$ cat src/source/voice_pkg.sv
`default_nettype none

////////////////////////////////////////////////////////////////////////////
// shared sample format and filter constants for the voice recorder
////////////////////////////////////////////////////////////////////////////

package voice_pkg;

   // pcm sample format, two's complement
   localparam int SAMPLE_WIDTH = 8;
   typedef logic signed [SAMPLE_WIDTH-1:0] sample_t;

   // low-pass fir, triangular window
   localparam int NUM_TAPS    = 15;
   localparam int COEFF_WIDTH = 8;

   // taps are symmetric and sum to 64
   localparam logic [COEFF_WIDTH-1:0] FIR_TAPS [NUM_TAPS] = '{
      8'd1, 8'd2, 8'd3, 8'd4, 8'd5, 8'd6, 8'd7, 8'd8,
      8'd7, 8'd6, 8'd5, 8'd4, 8'd3, 8'd2, 8'd1
   };

   // divide by the tap sum (64), so the result stays in sample range
   localparam int FIR_SHIFT = 6;

   // worst case |sum| is 128 * 64, well inside 20 bits
   localparam int ACC_WIDTH = 20;

   // one cycle to load the history, one per tap, one to scale
   localparam int FIR_LATENCY = NUM_TAPS + 2;

   // 48 kHz codec frames down to 16 kHz stored samples
   localparam int DECIMATION = 3;

endpackage

`default_nettype wire
$ cat src/source/fir_filter.sv
`timescale 1ns/1ps
`default_nettype none

// sequential low-pass fir over the frame stream
// one multiply-accumulate per clock, result FIR_LATENCY cycles after sample_valid
module fir_filter import voice_pkg::*; (
   input  logic    clock,
   input  logic    reset,
   input  logic    sample_valid,
   input  sample_t sample_in,
   output logic    result_valid,
   output sample_t filtered,
   output sample_t passthrough
);

   localparam int INDEX_WIDTH   = $clog2(NUM_TAPS);
   localparam int PRODUCT_WIDTH = SAMPLE_WIDTH + COEFF_WIDTH + 1;
   localparam logic [INDEX_WIDTH-1:0] LAST_TAP = INDEX_WIDTH'(NUM_TAPS - 1);

   // history[0] is the newest sample
   sample_t history [NUM_TAPS];

   logic [INDEX_WIDTH-1:0]       tap_index;
   logic                         mac_active;
   logic                         scale_pending;
   logic signed [COEFF_WIDTH:0]  coeff;
   logic signed [PRODUCT_WIDTH-1:0] product;
   logic signed [ACC_WIDTH-1:0]  acc;

   // taps are non-negative, extend with a zero sign bit
   assign coeff   = {1'b0, FIR_TAPS[tap_index]};
   assign product = history[tap_index] * coeff;

   ////////////////////////////////////////////////////////////////////////////
   // sequencing and history
   ////////////////////////////////////////////////////////////////////////////

   always_ff @(posedge clock) begin
      if (reset) begin
         history       <= '{default: '0};
         tap_index     <= '0;
         mac_active    <= 1'b0;
         scale_pending <= 1'b0;
         result_valid  <= 1'b0;
      end else begin
         // strobe follows the scale cycle
         result_valid  <= scale_pending;
         scale_pending <= 1'b0;
         if (sample_valid) begin
            // shift in the new sample, restart the tap walk
            history[0] <= sample_in;
            for (int i = 1; i < NUM_TAPS; i++) begin
               history[i] <= history[i-1];
            end
            tap_index  <= '0;
            mac_active <= 1'b1;
         end else if (mac_active) begin
            tap_index <= tap_index + 1'b1;
            if (tap_index == LAST_TAP) begin
               mac_active    <= 1'b0;
               scale_pending <= 1'b1;
            end
         end
      end
   end

   ////////////////////////////////////////////////////////////////////////////
   // datapath
   ////////////////////////////////////////////////////////////////////////////

   always_ff @(posedge clock) begin
      if (sample_valid) begin
         acc         <= '0;
         passthrough <= sample_in;
      end else if (mac_active) begin
         acc <= acc + ACC_WIDTH'(product);
      end
      // divide by 64, taps sum keeps this in range
      if (scale_pending) begin
         filtered <= acc[FIR_SHIFT +: SAMPLE_WIDTH];
      end
   end

endmodule

`default_nettype wire

$ cat config.mk
export PLATFORM = sky130hd
export DESIGN_NAME = fir_filter
export DESIGN_NICKNAME = d
export VERILOG_FILES = /design/src/source/voice_pkg.sv /design/src/source/fir_filter.sv
export SDC_FILE = /design/constraint.sdc
export NUM_CORES = 1
export LEC_CHECK = 0
export BUFFER_PORTS_ARGS = -buffer_cell sky130_fd_sc_hd__buf_4
export CAP_MARGIN = 20
export CELL_PAD_IN_SITES_DETAIL_PLACEMENT = 2
export CELL_PAD_IN_SITES_GLOBAL_PLACEMENT = 2
export CORE_MARGIN = 4
export CORE_UTILIZATION = 45
export DETAILED_ROUTE_END_ITERATION = 12
export PLACE_DENSITY_LB_ADDON = 0.1
export SETUP_SLACK_MARGIN = 0.4
export SLEW_MARGIN = 5
export SYNTH_ARGS = -nofsm -noshare
export SYNTH_HDL_FRONTEND = slang
export SYNTH_SLANG_ARGS = --single-unit
$ cat constraint.sdc
create_clock -name clock -period 8.57 [get_ports clock]
set_clock_uncertainty 0.05 [all_clocks]
set_input_delay 0.4285 -clock clock [delete_from_list [all_inputs] [get_ports clock]]
set_output_delay 0.4285 -clock clock [all_outputs]
set_load 0.005 [all_outputs]
==> flow_metrics.py <==
metrics = {
    "outcome": {
        "status": "finished, final reports clean",
    },
    "detailed_routing": {
        "postRouteAntennaNets": 0,
        "viasPerCell": 5.48,
        "first_pass_iters": 4,
        "finalWirelength_mm": 21.3,
        "drc_errors": 0,
        "drt_iter0_markers": 255,
        "via_count": 5611,
        "wl_per_cell_um": 20.8,
    },
    "die": {
        "dieArea_um2": 20400,
        "die_h_um": 143,
        "die_x_um": 143,
        "initial_core_util_pct": 45.7,
        "ios": 28,
        "core_um2": 17900,
        "row_count": 49,
    },
    "power_and_ir_drop": {
        "combPwrFrac_pct": 9.1,
        "p_int_mw": 1.21,
        "p_leak_nw": 4.07,
        "power_density_nw_per_um2": 185,
        "pwr-share-clk_pct": 45.1,
        "seqPwrFrac_pct": 45.9,
        "p_sw_mw": 0.469,
        "ir_drop_mv": 0.175,
        "swShare_pct": 27.9,
        "finalPower_mw": 1.68,
    },
    "worst_setup_path": {
        "crit_arrival_ns": 7.38,
        "cp_cell_sequence": "buf_4 > inv_2 > nor2_2 > a221oi_1 > o21ai_1 > a21boi_1 > nand2_1 > fa_1 > fa_1 > fa_1 > inv_1 > fa_1 > fa_1 > ha_1 > a2111oi_0 > o21ai_1 > a41oi_1 > nand2_1 > mux2_4 > nand3_2",
        "crit_slowest_cell": "dfxtp_2",
        "cp-end-kind": "register",
        "r2r-end": "acc[13]$_SDFFE_PP0P_",
        "regToRegStartpoint": "tap_index[0]$_SDFFE_PP0P_",
        "crit_top_cell": "fa_1",
        "rr_worst_depth": 20,
        "crit_type": "reg2reg",
        "rrSetupSlack_ns": 1.53,
        "critPathMaxFanout": 23,
        "critPathLaunchType": "register",
        "required_ns": 8.91,
        "critical-path-max-stage-delay_ns": 0.82,
    },
    "clock_network": {
        "cts_hold_buf": 0,
        "ctsHtreeMaxLevel": 4,
        "post_cts_buffers": 0,
        "cts_resized": 0,
        "cts_num_sinks": 157,
        "cts_tree": "done",
        "root_buffer": "clkbuf_16",
        "clk_latency_ns": 0.45,
        "clockBufferDepth": 2,
        "cts_buffers": 17,
        "clkTransAtPathRegs_ns": 0.07,
    },
    "run": {
        "cap_viol_max_count": 0,
    },
    "finish": {
        "antenna_cells": 0,
        "drive_gt1_share_pct": 13.1,
        "final_nets": 864,
        "fillers": 1805,
        "synthToLayoutAreaGrowth_pct": 10.9,
    },
    "place": {
        "portBuffers": 27,
        "place_congestion": 0.811,
        "dpl.hpwl_mm": 14.0,
    },
    "min_path": {
        "hp-class": "in2reg",
        "min_from": "sample_in[2]",
        "holdPathEnd": "passthrough[2]$_DFFE_PP_",
        "whs_path_depth": 1,
    },
    "synthesis": {
        "syn_inst": 775,
        "syn_nets": 858,
        "synth_seq_cells": 157,
        "synth_flop_cell": "dfxtp_1",
        "synth-async-reset-ratio_pct": 0,
        "yosys-top-cells-area": "dfxtp_1, mux2i_1, nor2_1",
        "ys_types": 52,
        "yosys.area.top_type_share_pct": 34.5,
        "synth-edff-count": 16,
        "ys_seq_area_share_pct": 40.3,
        "syn_avg_cell_area_um2": 10.6,
        "yosysWarnings": 0,
        "yosysMostFrequentCell": "nor2_1",
        "synth_commonest_cells": "nor2_1, dfxtp_1, mux2i_1, ha_1, inv_1",
        "syn-cell-area_um2": 8190,
        "synth_top_area_cell": "dfxtp_1",
    },
    "timing": {
        "finalMaxSlewViolations": 0,
        "min_period_ns": 7.04,
        "finalSetupViolCount": 0,
        "hold_viol": 0,
        "worst_pin_slew_ns": 1.08,
        "rsz0062_at_grt": "no",
        "fmax_mhz": 142,
        "setup_tns_ns": 0,
        "maxSlewHeadroom_pct": 28.2,
        "post-route-period-util_pct": 82.1,
    },
    "global_routing": {
        "grt_pass1_wl_mm": 35.2,
        "antenna_found_initial": 0,
        "grt_max_degree": 85,
        "grt_overflow_total": 0,
        "grt_pass1_vias": 6380,
        "grt_use_total_pct": 22.2,
    },
}
## cells by family (layout without fill, tap and decap cells)
group	after synthesis	after routing	share of synthesized area, %
muxes	172	172	24.7
buffers and inverters	93	112	5.03
adders and majority gates	72	72	13.2
AOI/OAI and AO/OA	49	49	4.43
and+or+nand+nor	221	221	11.1
xor gates and xnor gates	11	11	1.18
DFF	157	157	40.3
## power groups by stage
stage	Combinational, mW	Sequential [mW]	Clock (mW)
4_1_cts	0.156	0.772	0.780
6_report	0.153	0.772	0.758
3_5_place_dp	0.151	0.789	0
3_3_place_gp	0.142	0.787	0
5_1_grt	0.171	0.774	0.815
2_1_floorplan	0.118	0.778	0
## worst max path at each step
stage                     depth (start not counted)              endpoint  slack (ns)                      start
after detailed placement                         20  acc[13]$_SDFFE_PP0P_        1.84  tap_index[0]$_SDFFE_PP0P_
after global routing                             20  acc[13]$_SDFFE_PP0P_        1.16  tap_index[0]$_SDFFE_PP0P_
final                                            20  acc[13]$_SDFFE_PP0P_        1.53  tap_index[0]$_SDFFE_PP0P_
after floorplan                                  20  acc[13]$_SDFFE_PP0P_        3.00  tap_index[1]$_SDFFE_PP0P_
after global placement                           20  acc[13]$_SDFFE_PP0P_        2.21  tap_index[0]$_SDFFE_PP0P_
after CTS                                        20  acc[13]$_SDFFE_PP0P_        1.43  tap_index[0]$_SDFFE_PP0P_
## metrics by stage
stage	util, %	instance area [um^2]	std cells	setup slack, ns	hold slack [ns]
after floorplan	-	8190	775	3.00	0.380
after global placement	47.4	8480	991	2.21	0.408
after detailed placement	47.4	8480	991	1.84	0.424
after CTS	50.7	9070	1023	1.43	0.0996
after global routing	50.7	9070	1023	1.16	0.0911
final	50.7	9070	1023	1.53	0.116
## state kept, by name (all words and copies together), names as in the netlist
signal / flops
acc: 14
result_valid: 1
filtered: 8
tap_index: 4
mac_active: 1
scale_pending: 1
passthrough: 8
history: 120
## placed cells by master, fill, tap and decap left out, types with 13 or more instances in the layout
cell / count
clkbuf_16: 17
mux4_2: 23
mux2i_1: 140
fa_1: 24
nor2_1: 163
dfxtp_1: 139
buf_4: 30
nand2_1: 28
inv_1: 46
edfxtp_1: 16
ha_1: 48
o21ai_1: 13
## per-layer routing
metal	global-route usage, %	share of wire (%)	wire length, um	vias up
met3	4.96	2.1	457	24
met5	0	0	0	-
met1	25.6	42	8880	2872
li1	-	-	-	2674
met2	41.2	55	11600	41
met4	5.70	1.3	286	0
## critical path: cells and delay by family, from the launching register on
kind,cells,cell delay (ns)
compound gates,6,1.60
mux,1,0.28
buf+inv,3,0.61
simple gates,4,0.66
flops,1,0.82
fa+ha+maj,6,2.96
## cell type report
class | instances | area [um^2] | area share (%)
Tap cell | 229 | 287 | 3.16
Sequential cell | 157 | 3310 | 36.4
Timing Repair Buffer | 31 | 236 | 2.61
Clock buffer | 17 | 425 | 4.69
Inverter | 49 | 184 | 2.03
Clock inverter | 15 | 165 | 1.82
Multi-Input combinational cell | 525 | 4470 | 49.3
No activity file was read; power rests on OpenSTA's default activity.
