--- src/source/voice_pkg.sv ---
`default_nettype none

////////////////////////////////////////////////////////////////////////////
// shared sample format and filter constants for the voice recorder
////////////////////////////////////////////////////////////////////////////

package voice_pkg;

   // pcm sample format, two's complement
   localparam int SAMPLE_WIDTH = 8;
   typedef logic signed [SAMPLE_WIDTH-1:0] sample_t;

   // low-pass fir, triangular window
   localparam int NUM_TAPS    = 15;
   localparam int COEFF_WIDTH = 8;

   // taps are symmetric and sum to 64
   localparam logic [COEFF_WIDTH-1:0] FIR_TAPS [NUM_TAPS] = '{
      8'd1, 8'd2, 8'd3, 8'd4, 8'd5, 8'd6, 8'd7, 8'd8,
      8'd7, 8'd6, 8'd5, 8'd4, 8'd3, 8'd2, 8'd1
   };

   // divide by the tap sum (64), so the result stays in sample range
   localparam int FIR_SHIFT = 6;

   // worst case |sum| is 128 * 64, well inside 20 bits
   localparam int ACC_WIDTH = 20;

   // one cycle to load the history, one per tap, one to scale
   localparam int FIR_LATENCY = NUM_TAPS + 2;

   // 48 kHz codec frames down to 16 kHz stored samples
   localparam int DECIMATION = 3;

endpackage

`default_nettype wire
--- src/source/sample_mem_if.sv ---
`timescale 1ns/1ps
`default_nettype none

// single port to the sample memory
// read_data is registered and holds the word at last cycle's address
interface sample_mem_if import voice_pkg::*; #(
   parameter int ADDR_WIDTH = 14
) ();

   logic [ADDR_WIDTH-1:0] address;
   logic                  write_enable;
   sample_t               write_data;
   sample_t               read_data;

   // recorder side, owns address and write strobe
   modport controller (
      output address, write_enable, write_data,
      input  read_data
   );

   // storage side
   modport memory (
      input  address, write_enable, write_data,
      output read_data
   );

endinterface

`default_nettype wire

--- src/source/recorder_control.sv ---
`timescale 1ns/1ps
`default_nettype none

// record / playback controller
// detects codec frames, feeds the filter, keeps every third result in record
// mode and loops over the stored take in playback mode
module recorder_control import voice_pkg::*; #(
   parameter int ADDR_WIDTH   = 14,
   parameter int RECORD_LIMIT = 16000
) (
   input  logic                 clock,
   input  logic                 reset,
   input  logic                 playback,
   input  logic                 filter_enable,
   input  logic                 codec_valid,
   input  sample_t              mic_sample,
   output logic                 sample_valid,
   output sample_t              sample_in,
   input  logic                 result_valid,
   input  sample_t              filtered,
   input  sample_t              passthrough,
   output sample_t              speaker_sample,
   sample_mem_if.controller     memory
);

   localparam int PHASE_WIDTH = $clog2(DECIMATION);
   localparam logic [PHASE_WIDTH-1:0] PHASE_LAST = PHASE_WIDTH'(DECIMATION - 1);
   localparam logic [ADDR_WIDTH-1:0]  LAST_ADDRESS = ADDR_WIDTH'(RECORD_LIMIT - 1);

   logic                   codec_valid_prev;
   logic                   frame;
   logic                   playback_mode;
   logic                   mode_change;
   logic [ADDR_WIDTH-1:0]  address;
   logic [ADDR_WIDTH-1:0]  highest_address;
   logic [PHASE_WIDTH-1:0] phase;
   logic                   record_enable;
   logic                   store;
   sample_t                selected;

   ////////////////////////////////////////////////////////////////////////////
   // frame and mode detection
   ////////////////////////////////////////////////////////////////////////////

   // rising edge of the codec strobe
   assign frame = codec_valid & ~codec_valid_prev;

   // playback differs from the mode register for one cycle after a switch
   assign mode_change = playback != playback_mode;

   // output path, filter switch applies in both modes
   assign selected = filter_enable ? filtered : passthrough;

   // keep only phase zero results, and stop once the take is full
   assign store = result_valid & ~mode_change & ~playback_mode
                  & (phase == '0) & record_enable;

   // memory port
   assign memory.address      = address;
   assign memory.write_enable = store;
   assign memory.write_data   = selected;

   // source sample into the filter, registered with the frame strobe
   // memory word is stable here, address only moves on result_valid
   always_ff @(posedge clock) begin
      if (frame) begin
         sample_in <= playback_mode ? memory.read_data : mic_sample;
      end
   end

   ////////////////////////////////////////////////////////////////////////////
   // addressing, decimation and speaker register
   ////////////////////////////////////////////////////////////////////////////

   always_ff @(posedge clock) begin
      if (reset) begin
         codec_valid_prev <= 1'b0;
         sample_valid     <= 1'b0;
         playback_mode    <= 1'b0;
         address          <= '0;
         highest_address  <= '0;
         phase            <= '0;
         record_enable    <= 1'b1;
         speaker_sample   <= '0;
      end else begin
         codec_valid_prev <= codec_valid;
         sample_valid     <= frame;
         playback_mode    <= playback;

         if (mode_change) begin
            // any switch restarts at the top of memory
            address <= '0;
            phase   <= '0;
            // new take, forget the old length
            if (!playback) begin
               highest_address <= '0;
               record_enable   <= 1'b1;
            end
         end else if (result_valid) begin
            speaker_sample <= selected;
            phase          <= (phase == PHASE_LAST) ? '0 : phase + 1'b1;

            if (phase == '0) begin
               if (playback_mode) begin
                  // loop over the stored take
                  if (address == highest_address) begin
                     address <= '0;
                  end else begin
                     address <= address + 1'b1;
                  end
               end else if (record_enable) begin
                  // the write itself goes out through store this cycle
                  highest_address <= address;
                  if (address == LAST_ADDRESS) begin
                     record_enable <= 1'b0;
                  end else begin
                     address <= address + 1'b1;
                  end
               end
            end
         end
      end
   end

endmodule

`default_nettype wire

--- src/flat_wrapper.sv ---
// flat-port wrapper written by rule: the top's interface ports become plain ports
module recorder_control_flat import voice_pkg::*;
#(
   parameter int ADDR_WIDTH   = 14,
   parameter int RECORD_LIMIT = 16000
)
  (clock, reset, playback, filter_enable, codec_valid, mic_sample, sample_valid, sample_in, result_valid, filtered, passthrough, speaker_sample, memory_address, memory_write_enable, memory_write_data, memory_read_data);
  sample_mem_if #(.ADDR_WIDTH(ADDR_WIDTH)) memory_i ();
  input  logic clock;
  input  logic reset;
  input  logic playback;
  input  logic filter_enable;
  input  logic codec_valid;
  input  sample_t mic_sample;
  output logic sample_valid;
  output sample_t sample_in;
  input  logic result_valid;
  input  sample_t filtered;
  input  sample_t passthrough;
  output sample_t speaker_sample;
  output wire logic [$bits(memory_i.address)-1:0] memory_address;
  output wire logic [$bits(memory_i.write_enable)-1:0] memory_write_enable;
  output wire logic [$bits(memory_i.write_data)-1:0] memory_write_data;
  input wire logic [$bits(memory_i.read_data)-1:0] memory_read_data;
  assign memory_address = memory_i.address;
  assign memory_write_enable = memory_i.write_enable;
  assign memory_write_data = memory_i.write_data;
  assign memory_i.read_data = memory_read_data;
  recorder_control #(.ADDR_WIDTH(ADDR_WIDTH), .RECORD_LIMIT(RECORD_LIMIT)) u_core (.clock(clock), .reset(reset), .playback(playback), .filter_enable(filter_enable), .codec_valid(codec_valid), .mic_sample(mic_sample), .sample_valid(sample_valid), .sample_in(sample_in), .result_valid(result_valid), .filtered(filtered), .passthrough(passthrough), .speaker_sample(speaker_sample), .memory(memory_i));
endmodule
--- config.mk ---
export PLATFORM = sky130hd
export DESIGN_NAME = recorder_control_flat
export DESIGN_NICKNAME = d
export VERILOG_FILES = /design/src/source/voice_pkg.sv /design/src/source/sample_mem_if.sv /design/src/source/recorder_control.sv /design/src/flat_wrapper.sv
export SDC_FILE = /design/constraint.sdc
export NUM_CORES = 1
export LEC_CHECK = 0
export BUFFER_PORTS_ARGS = -buffer_cell sky130_fd_sc_hd__clkbuf_2
export CAP_MARGIN = 20
export CORE_MARGIN = 2
export CORE_UTILIZATION = 39
export CTS_CLUSTER_DIAMETER = 40
export DETAILED_ROUTE_END_ITERATION = 8
export SYNTH_ARGS = -nofsm -noshare
export SYNTH_HDL_FRONTEND = slang
export SYNTH_SLANG_ARGS = --single-unit
--- constraint.sdc ---
create_clock -name clock -period 2.9 [get_ports clock]
set_input_delay 0.29 -clock clock [delete_from_list [all_inputs] [get_ports clock]]
set_output_delay 0.29 -clock clock [all_outputs]
set_load 0.03 [all_outputs]
==> results of run 1 <==
## cells by family (layout without fill, tap and decap cells)
| logic type | count (synthesis) | count (layout) | share of synthesized area |
|---|---|---|---|
| flip-flops | 50 | 50 | 0.427 |
| buffers and inverters | 25 | 95 | 0.0509 |
| XOR/XNOR | 14 | 14 | 0.0484 |
| AND/OR/NAND/NOR | 102 | 102 | 0.210 |
| AO/OA/AOI/OAI | 45 | 45 | 0.137 |
| adder cells (fa/ha/maj) | 3 | 3 | 0.0148 |
| multiplexers | 26 | 26 | 0.111 |
## where the power goes
group	leakage, nW	internal, mW	switching, mW	total, mW
clock network	0.0514	0.258	0.233	0.491
registers	0.417	0.725	0.0116	0.736
logic	0.859	0.0818	0.144	0.226
total	1.33	1.06	0.389	1.45
## sequential cells by signal, indices dropped and copies added, names as in the netlist
| signal | count |
|---|---|
| u_core.highest_address | 14 |
| u_core.memory.address | 14 |
| u_core.sample_in | 8 |
| u_core.speaker_sample | 8 |
| u_core.phase | 2 |
| u_core.codec_valid_prev | 1 |
| u_core.playback_mode | 1 |
| u_core.record_enable | 1 |
| u_core.sample_valid | 1 |
## critical path: stages (launching register included)
cell      delay (ps)
dfxtp_1          610
inv_1            160
ha_1             340
buf_4            230
and2_1           170
and4_1           200
clkbuf_2         210
## layer usage
metal  share of wire  up-vias
li1                -     1101
met1            0.46     1053
met2            0.48       66
met3           0.057        4
met4          0.0064        0
met5               0        -
## synth_stat cells (3+ instances only)
master    instances  share of area
dfxtp_1          42           0.33
nand3_1          25          0.049
nand2_1          22          0.033
mux2_2           17          0.076
a21oi_1          15          0.030
nor2_1           15          0.022
xor2_1           14          0.048
clkbuf_1         12          0.018
and3_1           10          0.025
mux2i_1           9          0.036
edfxtp_1          8          0.095
nand4_1           7          0.017
o31ai_1           7          0.021
buf_2             6          0.012
a22oi_2           5          0.025
nor2b_1           5          0.012
and2_1            3         0.0074
buf_6             3          0.013
ha_1              3          0.015
nor4_1            3         0.0074
## stage by stage
step                hold slack (ps)  cells   util
floorplan                       418    265      -
global placement                450    404  0.468
detailed placement              457    404  0.468
CTS                             203    412  0.485
global route                    206    412  0.485
finish                          209    412  0.485
## worst max-delay path by stage
stage	startpoint	end	slack (ps)	cells after the start
2_1_floorplan	u_core.playback_mode	memory_write_enable	510	7
3_3_place_gp	u_core.playback_mode	u_core.memory.address[3]	590	5
3_5_place_dp	u_core.playback_mode	u_core.memory.address[3]	500	5
4_1_cts	u_core.playback_mode	memory_write_enable	350	6
5_1_grt	u_core.playback_mode	memory_write_enable	210	6
6_report	u_core.playback_mode	memory_write_enable	390	6
## final cells by class
type | instances | area, um2 | area share
clock buffer | 6 | 72.6 | 0.0237
clock inverter | 2 | 37.5 | 0.0123
timing repair buffer | 85 | 445 | 0.145
tap | 77 | 96.3 | 0.0315
sequential | 50 | 1080 | 0.353
inverter | 2 | 7.51 | 0.00245
multi-input combinational | 190 | 1320 | 0.432
==> flow_metrics.py, run 1 <==
metrics = {
    "hold_path": {
        "hold_class": "input port to flop",
        "min_path_cells": 2,
        "holdPathEnd": "u_core.codec_valid_prev",
        "hold_path_startpoint": "codec_valid",
    },
    "global_routing": {
        "grt_pass1_wl_mm": 9.51,
        "antenna_found_initial": 0,
        "grt_usage": 0.162,
        "grt_pass1_vias": 1968,
        "gr-max-usage-layer": "met2",
        "met3_usage": 0.0275,
        "grt_use_met1": 0.226,
        "grt_max_degree": 29,
        "grt_util_met2": 0.258,
        "grt-ovfl-total": 0,
    },
    "sta": {
        "slew_headroom": 0.458,
        "worstMarginPinSlew_ps": 811,
        "drv_slew": 0,
        "rsz0062_at_grt": "false",
        "setup_slack_ps": 392,
        "fin_skew_ps": 6.80,
        "fmax_mhz": 399,
        "period_minus_slack_ps": 2510,
        "fin_tns_setup_ps": 0,
        "setup_viol": 0,
        "finalCritPeriodShare": 0.865,
        "finalHoldViolCount": 0,
    },
    "worst_setup_path": {
        "regToRegSetupSlack_ps": 510,
        "worstSetupStartpointType": "flop",
        "rr_worst_depth": 5,
        "r2r_end": "u_core.memory.address[3]",
        "worstPathRequired_ps": 2610,
        "r2r-start": "u_core.playback_mode",
        "worstSetupPathType": "flop to output pin",
        "setup.worst_path.end_class": "output pin",
        "cp_data_arrival_time_ps": 2220,
        "crit_fanout": 18,
    },
    "yosys": {
        "seq_area_frac_synth": 0.427,
        "avgSynthCellArea_um2": 9.56,
        "syn-num-nets": 306,
        "yosys_warnings": 0,
        "synth.cell_area_mm2": 0.00253,
        "synthArstFlopShare": 0,
        "synth_edf_count": 8,
        "synthCells": 265,
        "synth_cell_types": 46,
        "ys_ff_latch": 50,
        "synth-main-ff-cell": "dfxtp_1",
    },
    "cells_and_area": {
        "synthToLayoutAreaGrowth_pct": 20.9,
        "fillCellCount": 628,
        "layout_common_cells": "clkbuf_2, dfxtp_1, nand3_1",
        "final_area_mm2": 0.00306,
        "antenna_cells": 0,
        "layout_commonest_cell": "clkbuf_2",
        "drive_gt1_frac": 0.355,
        "final_nets": 375,
    },
    "cts": {
        "post_cts_resized": 0,
        "cts_sinks": 50,
        "htree_num_levels": 2,
        "cts_made_buffers": 5,
        "cts-root-buf": "clkbuf_8",
        "clk_pin_slew_worst_paths_ps": 90,
        "cts_setup_buffers": 0,
        "cts_tree": "built",
        "cts_buffer_depth": 2,
        "clk_latency_ps": 300,
        "cts.hold.buffers_added": 0,
    },
    "power_and_ir_drop": {
        "leakage_nw": 1.33,
        "power.total_mw": 1.45,
        "ir_worst_vdd_v": 0.000197,
        "power_density_mw_per_mm2": 474,
    },
    "floorplanning": {
        "top_level_ports": 78,
        "start_util": 0.401,
        "chipWidth_um": 84.6,
        "die_h_um": 84.6,
        "rows": 29,
        "core_mm2": 0.00631,
        "dieArea_mm2": 0.00715,
    },
    "route": {
        "viasPerCell": 5.40,
        "route.detailed.drc": 0,
        "wire_per_inst_um": 14.4,
        "drt_iter0_drc": 108,
        "drt_wl_total_mm": 5.94,
        "drt_first_pass_iters": 4,
        "num_vias": 2224,
        "final_antenna_net_count": 0,
    },
    "status": {
        "status": "finished, final reports clean",
    },
    "placed_design": {
        "pre_cts_slack_ps": 501,
        "dp_hpwl_mm": 4.27,
        "port_buffers": 77,
        "gp_congestion": 0.800,
        "post_dp_cell_area_mm2": 0.00295,
    },
    "run": {
        "cap_violations": 0,
    },
}
Note: power is estimated with default switching activity, not from simulation.
==> inputs of run 2 (changes only) <==
RECOVER_POWER = 50   (was default)
==> run 2 against run 1 <==
Compared with the run above:
- cell count stayed put
- largest cell class unchanged
- clock power hardly changed
- fmax hardly changed
- largest power group unchanged
- total power is 0.39% lower
==> flow_metrics.py, run 2 (synthesized netlist as in run 1, its figures left out) <==
metrics = {
    "power_and_ir_drop": {
        "power_density_mw_per_mm2": 478,
        "leakage_nw": 1.25,
        "ir_worst_vdd_v": 0.000197,
        "power.total_mw": 1.45,
    },
    "sta": {
        "finalHoldViolCount": 0,
        "fin_tns_setup_ps": 0,
        "rsz0062_at_grt": "false",
        "fmax_mhz": 399,
        "worstMarginPinSlew_ps": 1270,
        "slew_headroom": 0.153,
        "drv_slew": 0,
        "fin_skew_ps": 7.28,
        "finalCritPeriodShare": 0.865,
        "setup_viol": 0,
        "period_minus_slack_ps": 2510,
    },
    "floorplanning": {
        "chipWidth_um": 84.6,
        "top_level_ports": 78,
        "core_mm2": 0.00631,
        "dieArea_mm2": 0.00715,
        "die_h_um": 84.6,
        "rows": 29,
        "start_util": 0.401,
    },
    "cts": {
        "cts.hold.buffers_added": 0,
        "cts_tree": "built",
        "post_cts_resized": 0,
        "htree_num_levels": 2,
        "cts_buffer_depth": 2,
        "cts_made_buffers": 5,
        "clk_latency_ps": 300,
        "cts-root-buf": "clkbuf_8",
        "cts_setup_buffers": 0,
        "cts_sinks": 50,
        "clk_pin_slew_worst_paths_ps": 90,
    },
    "placed_design": {
        "post_dp_cell_area_mm2": 0.00295,
        "dp_hpwl_mm": 4.27,
        "dp.cells": 404,
        "port_buffers": 77,
        "gp_congestion": 0.800,
    },
    "cells_and_area": {
        "final_area_mm2": 0.00303,
        "utilization": 0.480,
        "synthToLayoutAreaGrowth_pct": 19.7,
        "antenna_cells": 0,
        "final_nets": 375,
        "layout_commonest_cell": "clkbuf_2",
        "fillCellCount": 641,
        "layout_common_cells": "clkbuf_2, dfxtp_1, clkbuf_1",
        "largestRegisters": "u_core.highest_address (14), u_core.memory.address (14)",
        "final_cells": 412,
        "drive_gt1_frac": 0.263,
    },
    "route": {
        "wire_per_inst_um": 14.4,
        "drt_iter0_drc": 116,
        "final_antenna_net_count": 0,
        "drt_first_pass_iters": 4,
        "route.detailed.drc": 0,
        "num_vias": 2215,
        "drt_wl_total_mm": 5.93,
        "viasPerCell": 5.38,
    },
    "global_routing": {
        "grt_usage": 0.162,
        "antenna_found_initial": 0,
        "grt_pass1_wl_mm": 9.51,
        "grt_pass1_vias": 1968,
        "grt-ovfl-total": 0,
        "grt_max_degree": 29,
    },
    "worst_setup_path": {
        "worstSetupStartpoint": "u_core.playback_mode",
        "setup.worst_path.end_class": "output pin",
        "worstSetupPathType": "flop to output pin",
        "cp_data_arrival_time_ps": 2220,
        "crit_fanout": 18,
        "worstSetupStartpointType": "flop",
        "worstPathRequired_ps": 2610,
        "path_cells": "inv_1, ha_1, buf_4, and2_1, and4_1, clkbuf_2",
        "r2r-start": "u_core.playback_mode",
        "cp_slowest_stage_delay_ps": 610,
        "cpMaxStageDelayCell": "dfxtp_1",
    },
    "hold_path": {
        "hold_class": "input port to flop",
        "hold_path_startpoint": "codec_valid",
    },
    "run": {
        "cap_violations": 0,
    },
    "status": {
        "status": "finished, final reports clean",
    },
}
## run 2: cell counts in the layout (fill, tap and decap cells not counted)
No cell type changed its count.
## run 2: worst paths after layout
path / endpoint / slack, ps / cells after the start
setup / recovery: memory_write_enable / 390 / 6
hold / removal: u_core.codec_valid_prev / 210 / 2
setup reg to reg: u_core.memory.address[3] / 520 / 5
hold reg to reg: u_core.highest_address[3] / 470 / 2
## run 2: cell type report
type	count	area, um2	share of cell area
Multi-Input combinational cell	190	1320	0.436
Tap cell	77	96.3	0.0318
Clock buffer	6	72.6	0.0239
Timing Repair Buffer	85	414	0.137
Sequential cell	50	1080	0.357
Inverter	2	7.51	0.00248
Clock inverter	2	37.5	0.0124
## run 2: power by group
group          switching, mW  internal, mW  total (mW)
registers             0.0116         0.725       0.736
clock network          0.234         0.258       0.491
logic                  0.144        0.0755       0.220
## run 2: layer usage
| metal | up-vias | wire [um] | track usage |
|---|---|---|---|
| met1 | 1053 | 2810 | 0.226 |
| met4 | 0 | 36 | 0.0433 |
| met2 | 60 | 2790 | 0.258 |
| met5 | - | 0 | 0 |
| li1 | 1098 | - | - |
| met3 | 4 | 296 | 0.0275 |
## run 2: critical path: cells and delay by family, from the launching register on
kind          cells  cell delay, ps
fa+ha+maj         1             340
simple gates      2             370
buf+inv           3             590
flops             1             610
## run 2: per-stage QoR
stage / hold WS [ps] / setup WS (ps)
after CTS: 203 / 347
after global routing: 206 / 206
after global placement: 450 / 594
after detailed placement: 457 / 501
after floorplan: 418 / 513
final: 209 / 393
==> inputs of run 3 (changes only) <==
ABC_AREA = 1   (was default)
==> run 3 against run 2 <==
Compared with the run above:
- sequential share of layout area fell by 2.0 points
- via count grew 26%
- cell count grew 36%
- die area rose by 6.5%
- clock power increased by 0.8%
- clock skew increased by 1.1 ps
- first-iteration DRC count is 14% higher
- non-clock buffer count is 6 lower
- register-to-register slack improved by 60 ps
- global-route usage rose by 3.0 points
- flip-flop and latch count unchanged
- largest power group unchanged
==> flow_metrics.py, run 3 <==
metrics = {
    "status": {
        "status": "finished, final reports clean",
    },
    "yosys": {
        "seq_area_frac_synth": 0.400,
        "synth.cell_area_mm2": 0.00271,
        "synthCells": 404,
        "ys_ff_latch": 50,
        "synth_edf_count": 8,
        "avgSynthCellArea_um2": 6.70,
        "syn-num-nets": 445,
        "synth.most_common_cell": "nand2_1",
        "synth_area_leaders": "dfxtp_1, nand2_1, a21oi_1",
        "synth_top_area_frac": 0.311,
        "yosys_warnings": 0,
        "synth_commonest_cells": "nand2_1, a21oi_1, inv_1",
        "synth_cell_types": 29,
        "synth-main-ff-cell": "dfxtp_1",
        "synthArstFlopShare": 0,
        "yosys.area.top_type": "dfxtp_1",
    },
    "cells_and_area": {
        "layout_commonest_cell": "nand2_1",
        "layout_common_cells": "nand2_1, inv_1, a21oi_1",
        "final_cells": 559,
        "synthToLayoutAreaGrowth_pct": 18.8,
        "antenna_cells": 0,
        "final_nets": 519,
        "multi_input_area_mm2": 0.00134,
        "fillCellCount": 742,
        "regArea_mm2": 0.00108,
        "largestRegisters": "u_core.highest_address (14), u_core.memory.address (14)",
        "drive_gt1_frac": 0.161,
    },
    "global_routing": {
        "grt_usage": 0.191,
        "antenna_found_initial": 0,
        "grt_util_met2": 0.303,
        "grt-ovfl-total": 0,
        "grt_pass1_vias": 2409,
        "grt_max_degree": 19,
        "grt_pass1_wl_mm": 11.6,
        "grt_use_met1": 0.268,
        "gr-max-usage-layer": "met2",
        "met3_usage": 0.0351,
    },
    "cts": {
        "htree_num_levels": 2,
        "cts_setup_buffers": 0,
        "cts_made_buffers": 5,
        "cts-root-buf": "clkbuf_8",
        "cts_sinks": 50,
        "post_cts_resized": 0,
        "cts_buffer_depth": 2,
        "clk_latency_ps": 310,
        "clk_pin_slew_worst_paths_ps": 90,
        "cts_tree": "built",
        "cts.hold.buffers_added": 0,
    },
    "floorplanning": {
        "chipWidth_um": 87.3,
        "core_mm2": 0.00676,
        "top_level_ports": 78,
        "dieArea_mm2": 0.00762,
        "rows": 30,
        "die_h_um": 87.3,
        "start_util": 0.400,
    },
    "route": {
        "drt_wl_total_mm": 6.94,
        "route.detailed.drc": 0,
        "viasPerCell": 4.99,
        "drt_iter0_drc": 132,
        "final_antenna_net_count": 0,
        "drt_first_pass_iters": 4,
        "wire_per_inst_um": 12.4,
        "num_vias": 2792,
    },
    "power_and_ir_drop": {
        "power.total_mw": 1.59,
        "ir_worst_vdd_v": 0.000180,
        "leakage_nw": 1.50,
        "power_density_mw_per_mm2": 495,
    },
    "sta": {
        "fin_skew_ps": 8.34,
        "fmax_mhz": 427,
        "finalCritPeriodShare": 0.808,
        "finalHoldViolCount": 0,
        "rsz0062_at_grt": "false",
        "setup_viol": 0,
        "fin_tns_setup_ps": 0,
        "drv_slew": 0,
        "period_minus_slack_ps": 2340,
        "hold_ws_ps": 216,
        "worstMarginPinSlew_ps": 743,
        "slew_headroom": 0.505,
    },
    "worst_setup_path": {
        "cp_data_arrival_time_ps": 2050,
        "crit_fanout": 13,
        "setup.worst_path.end_class": "output pin",
        "worstSetupStartpointType": "flop",
        "regToRegSetupSlack_ps": 580,
        "worstSetupPathType": "flop to output pin",
        "worstPathRequired_ps": 2610,
    },
    "placed_design": {
        "port_buffers": 77,
        "gp_congestion": 0.880,
        "dp_hpwl_mm": 5.27,
        "dp.cells": 551,
    },
    "run": {
        "cap_violations": 0,
    },
    "hold_path": {
        "hold_class": "input port to flop",
    },
}
-- run 3: worst max-delay path, stage by stage (launching register included) --
cell      delay, ps
dfxtp_1         550
inv_2           210
ha_1            410
nand2_1          90
nor4_1          230
clkbuf_2        250
-- run 3: area by class of cell --
cell class | instances | share of cell area
multi-input cells | 283 | 0.417
flip-flops and latches | 50 | 0.336
inverters | 59 | 0.0689
clock inverters | 2 | 0.0121
well taps | 80 | 0.0311
repair buffers | 79 | 0.112
clock buffers | 6 | 0.0226
-- run 3: where the power goes --
group | switching (mW) | internal (mW)
logic | 0.227 | 0.0951
clock network | 0.236 | 0.259
registers | 0.0249 | 0.750
total | 0.488 | 1.10
-- run 3: metal layers --
metal	wire [um]	vias up	share of wire
li1	-	1439	-
met1	3160	1251	0.46
met2	3200	91	0.46
met3	476	11	0.069
met4	107	0	0.015
met5	0	-	0
-- run 3: path summary, 6_finish.rpt --
kind                            from                   endpoint  cells after the start
max             u_core.playback_mode        memory_write_enable                      5
min reg2reg  u_core.codec_valid_prev        u_core.sample_valid                      1
min                      codec_valid    u_core.codec_valid_prev                      3
max reg2reg     u_core.playback_mode  u_core.highest_address[3]                      8
-- run 3: kinds of logic after synthesis --
family / synth area share
AOI/OAI and AO/OA: 0.149
xor gates and xnor gates: 0.00324
adders and majority gates: 0.0139
buffers and inverters: 0.106
DFF: 0.400
and+or+nand+nor: 0.328
-- run 3: metrics by stage --
stage	area, um2	worst slack [ps]	util
CTS	3250	519	0.481
floorplan	2710	538	-
finish	3210	557	0.476
detailed placement	3140	604	0.465
global route	3210	333	0.476
global placement	3140	699	0.465
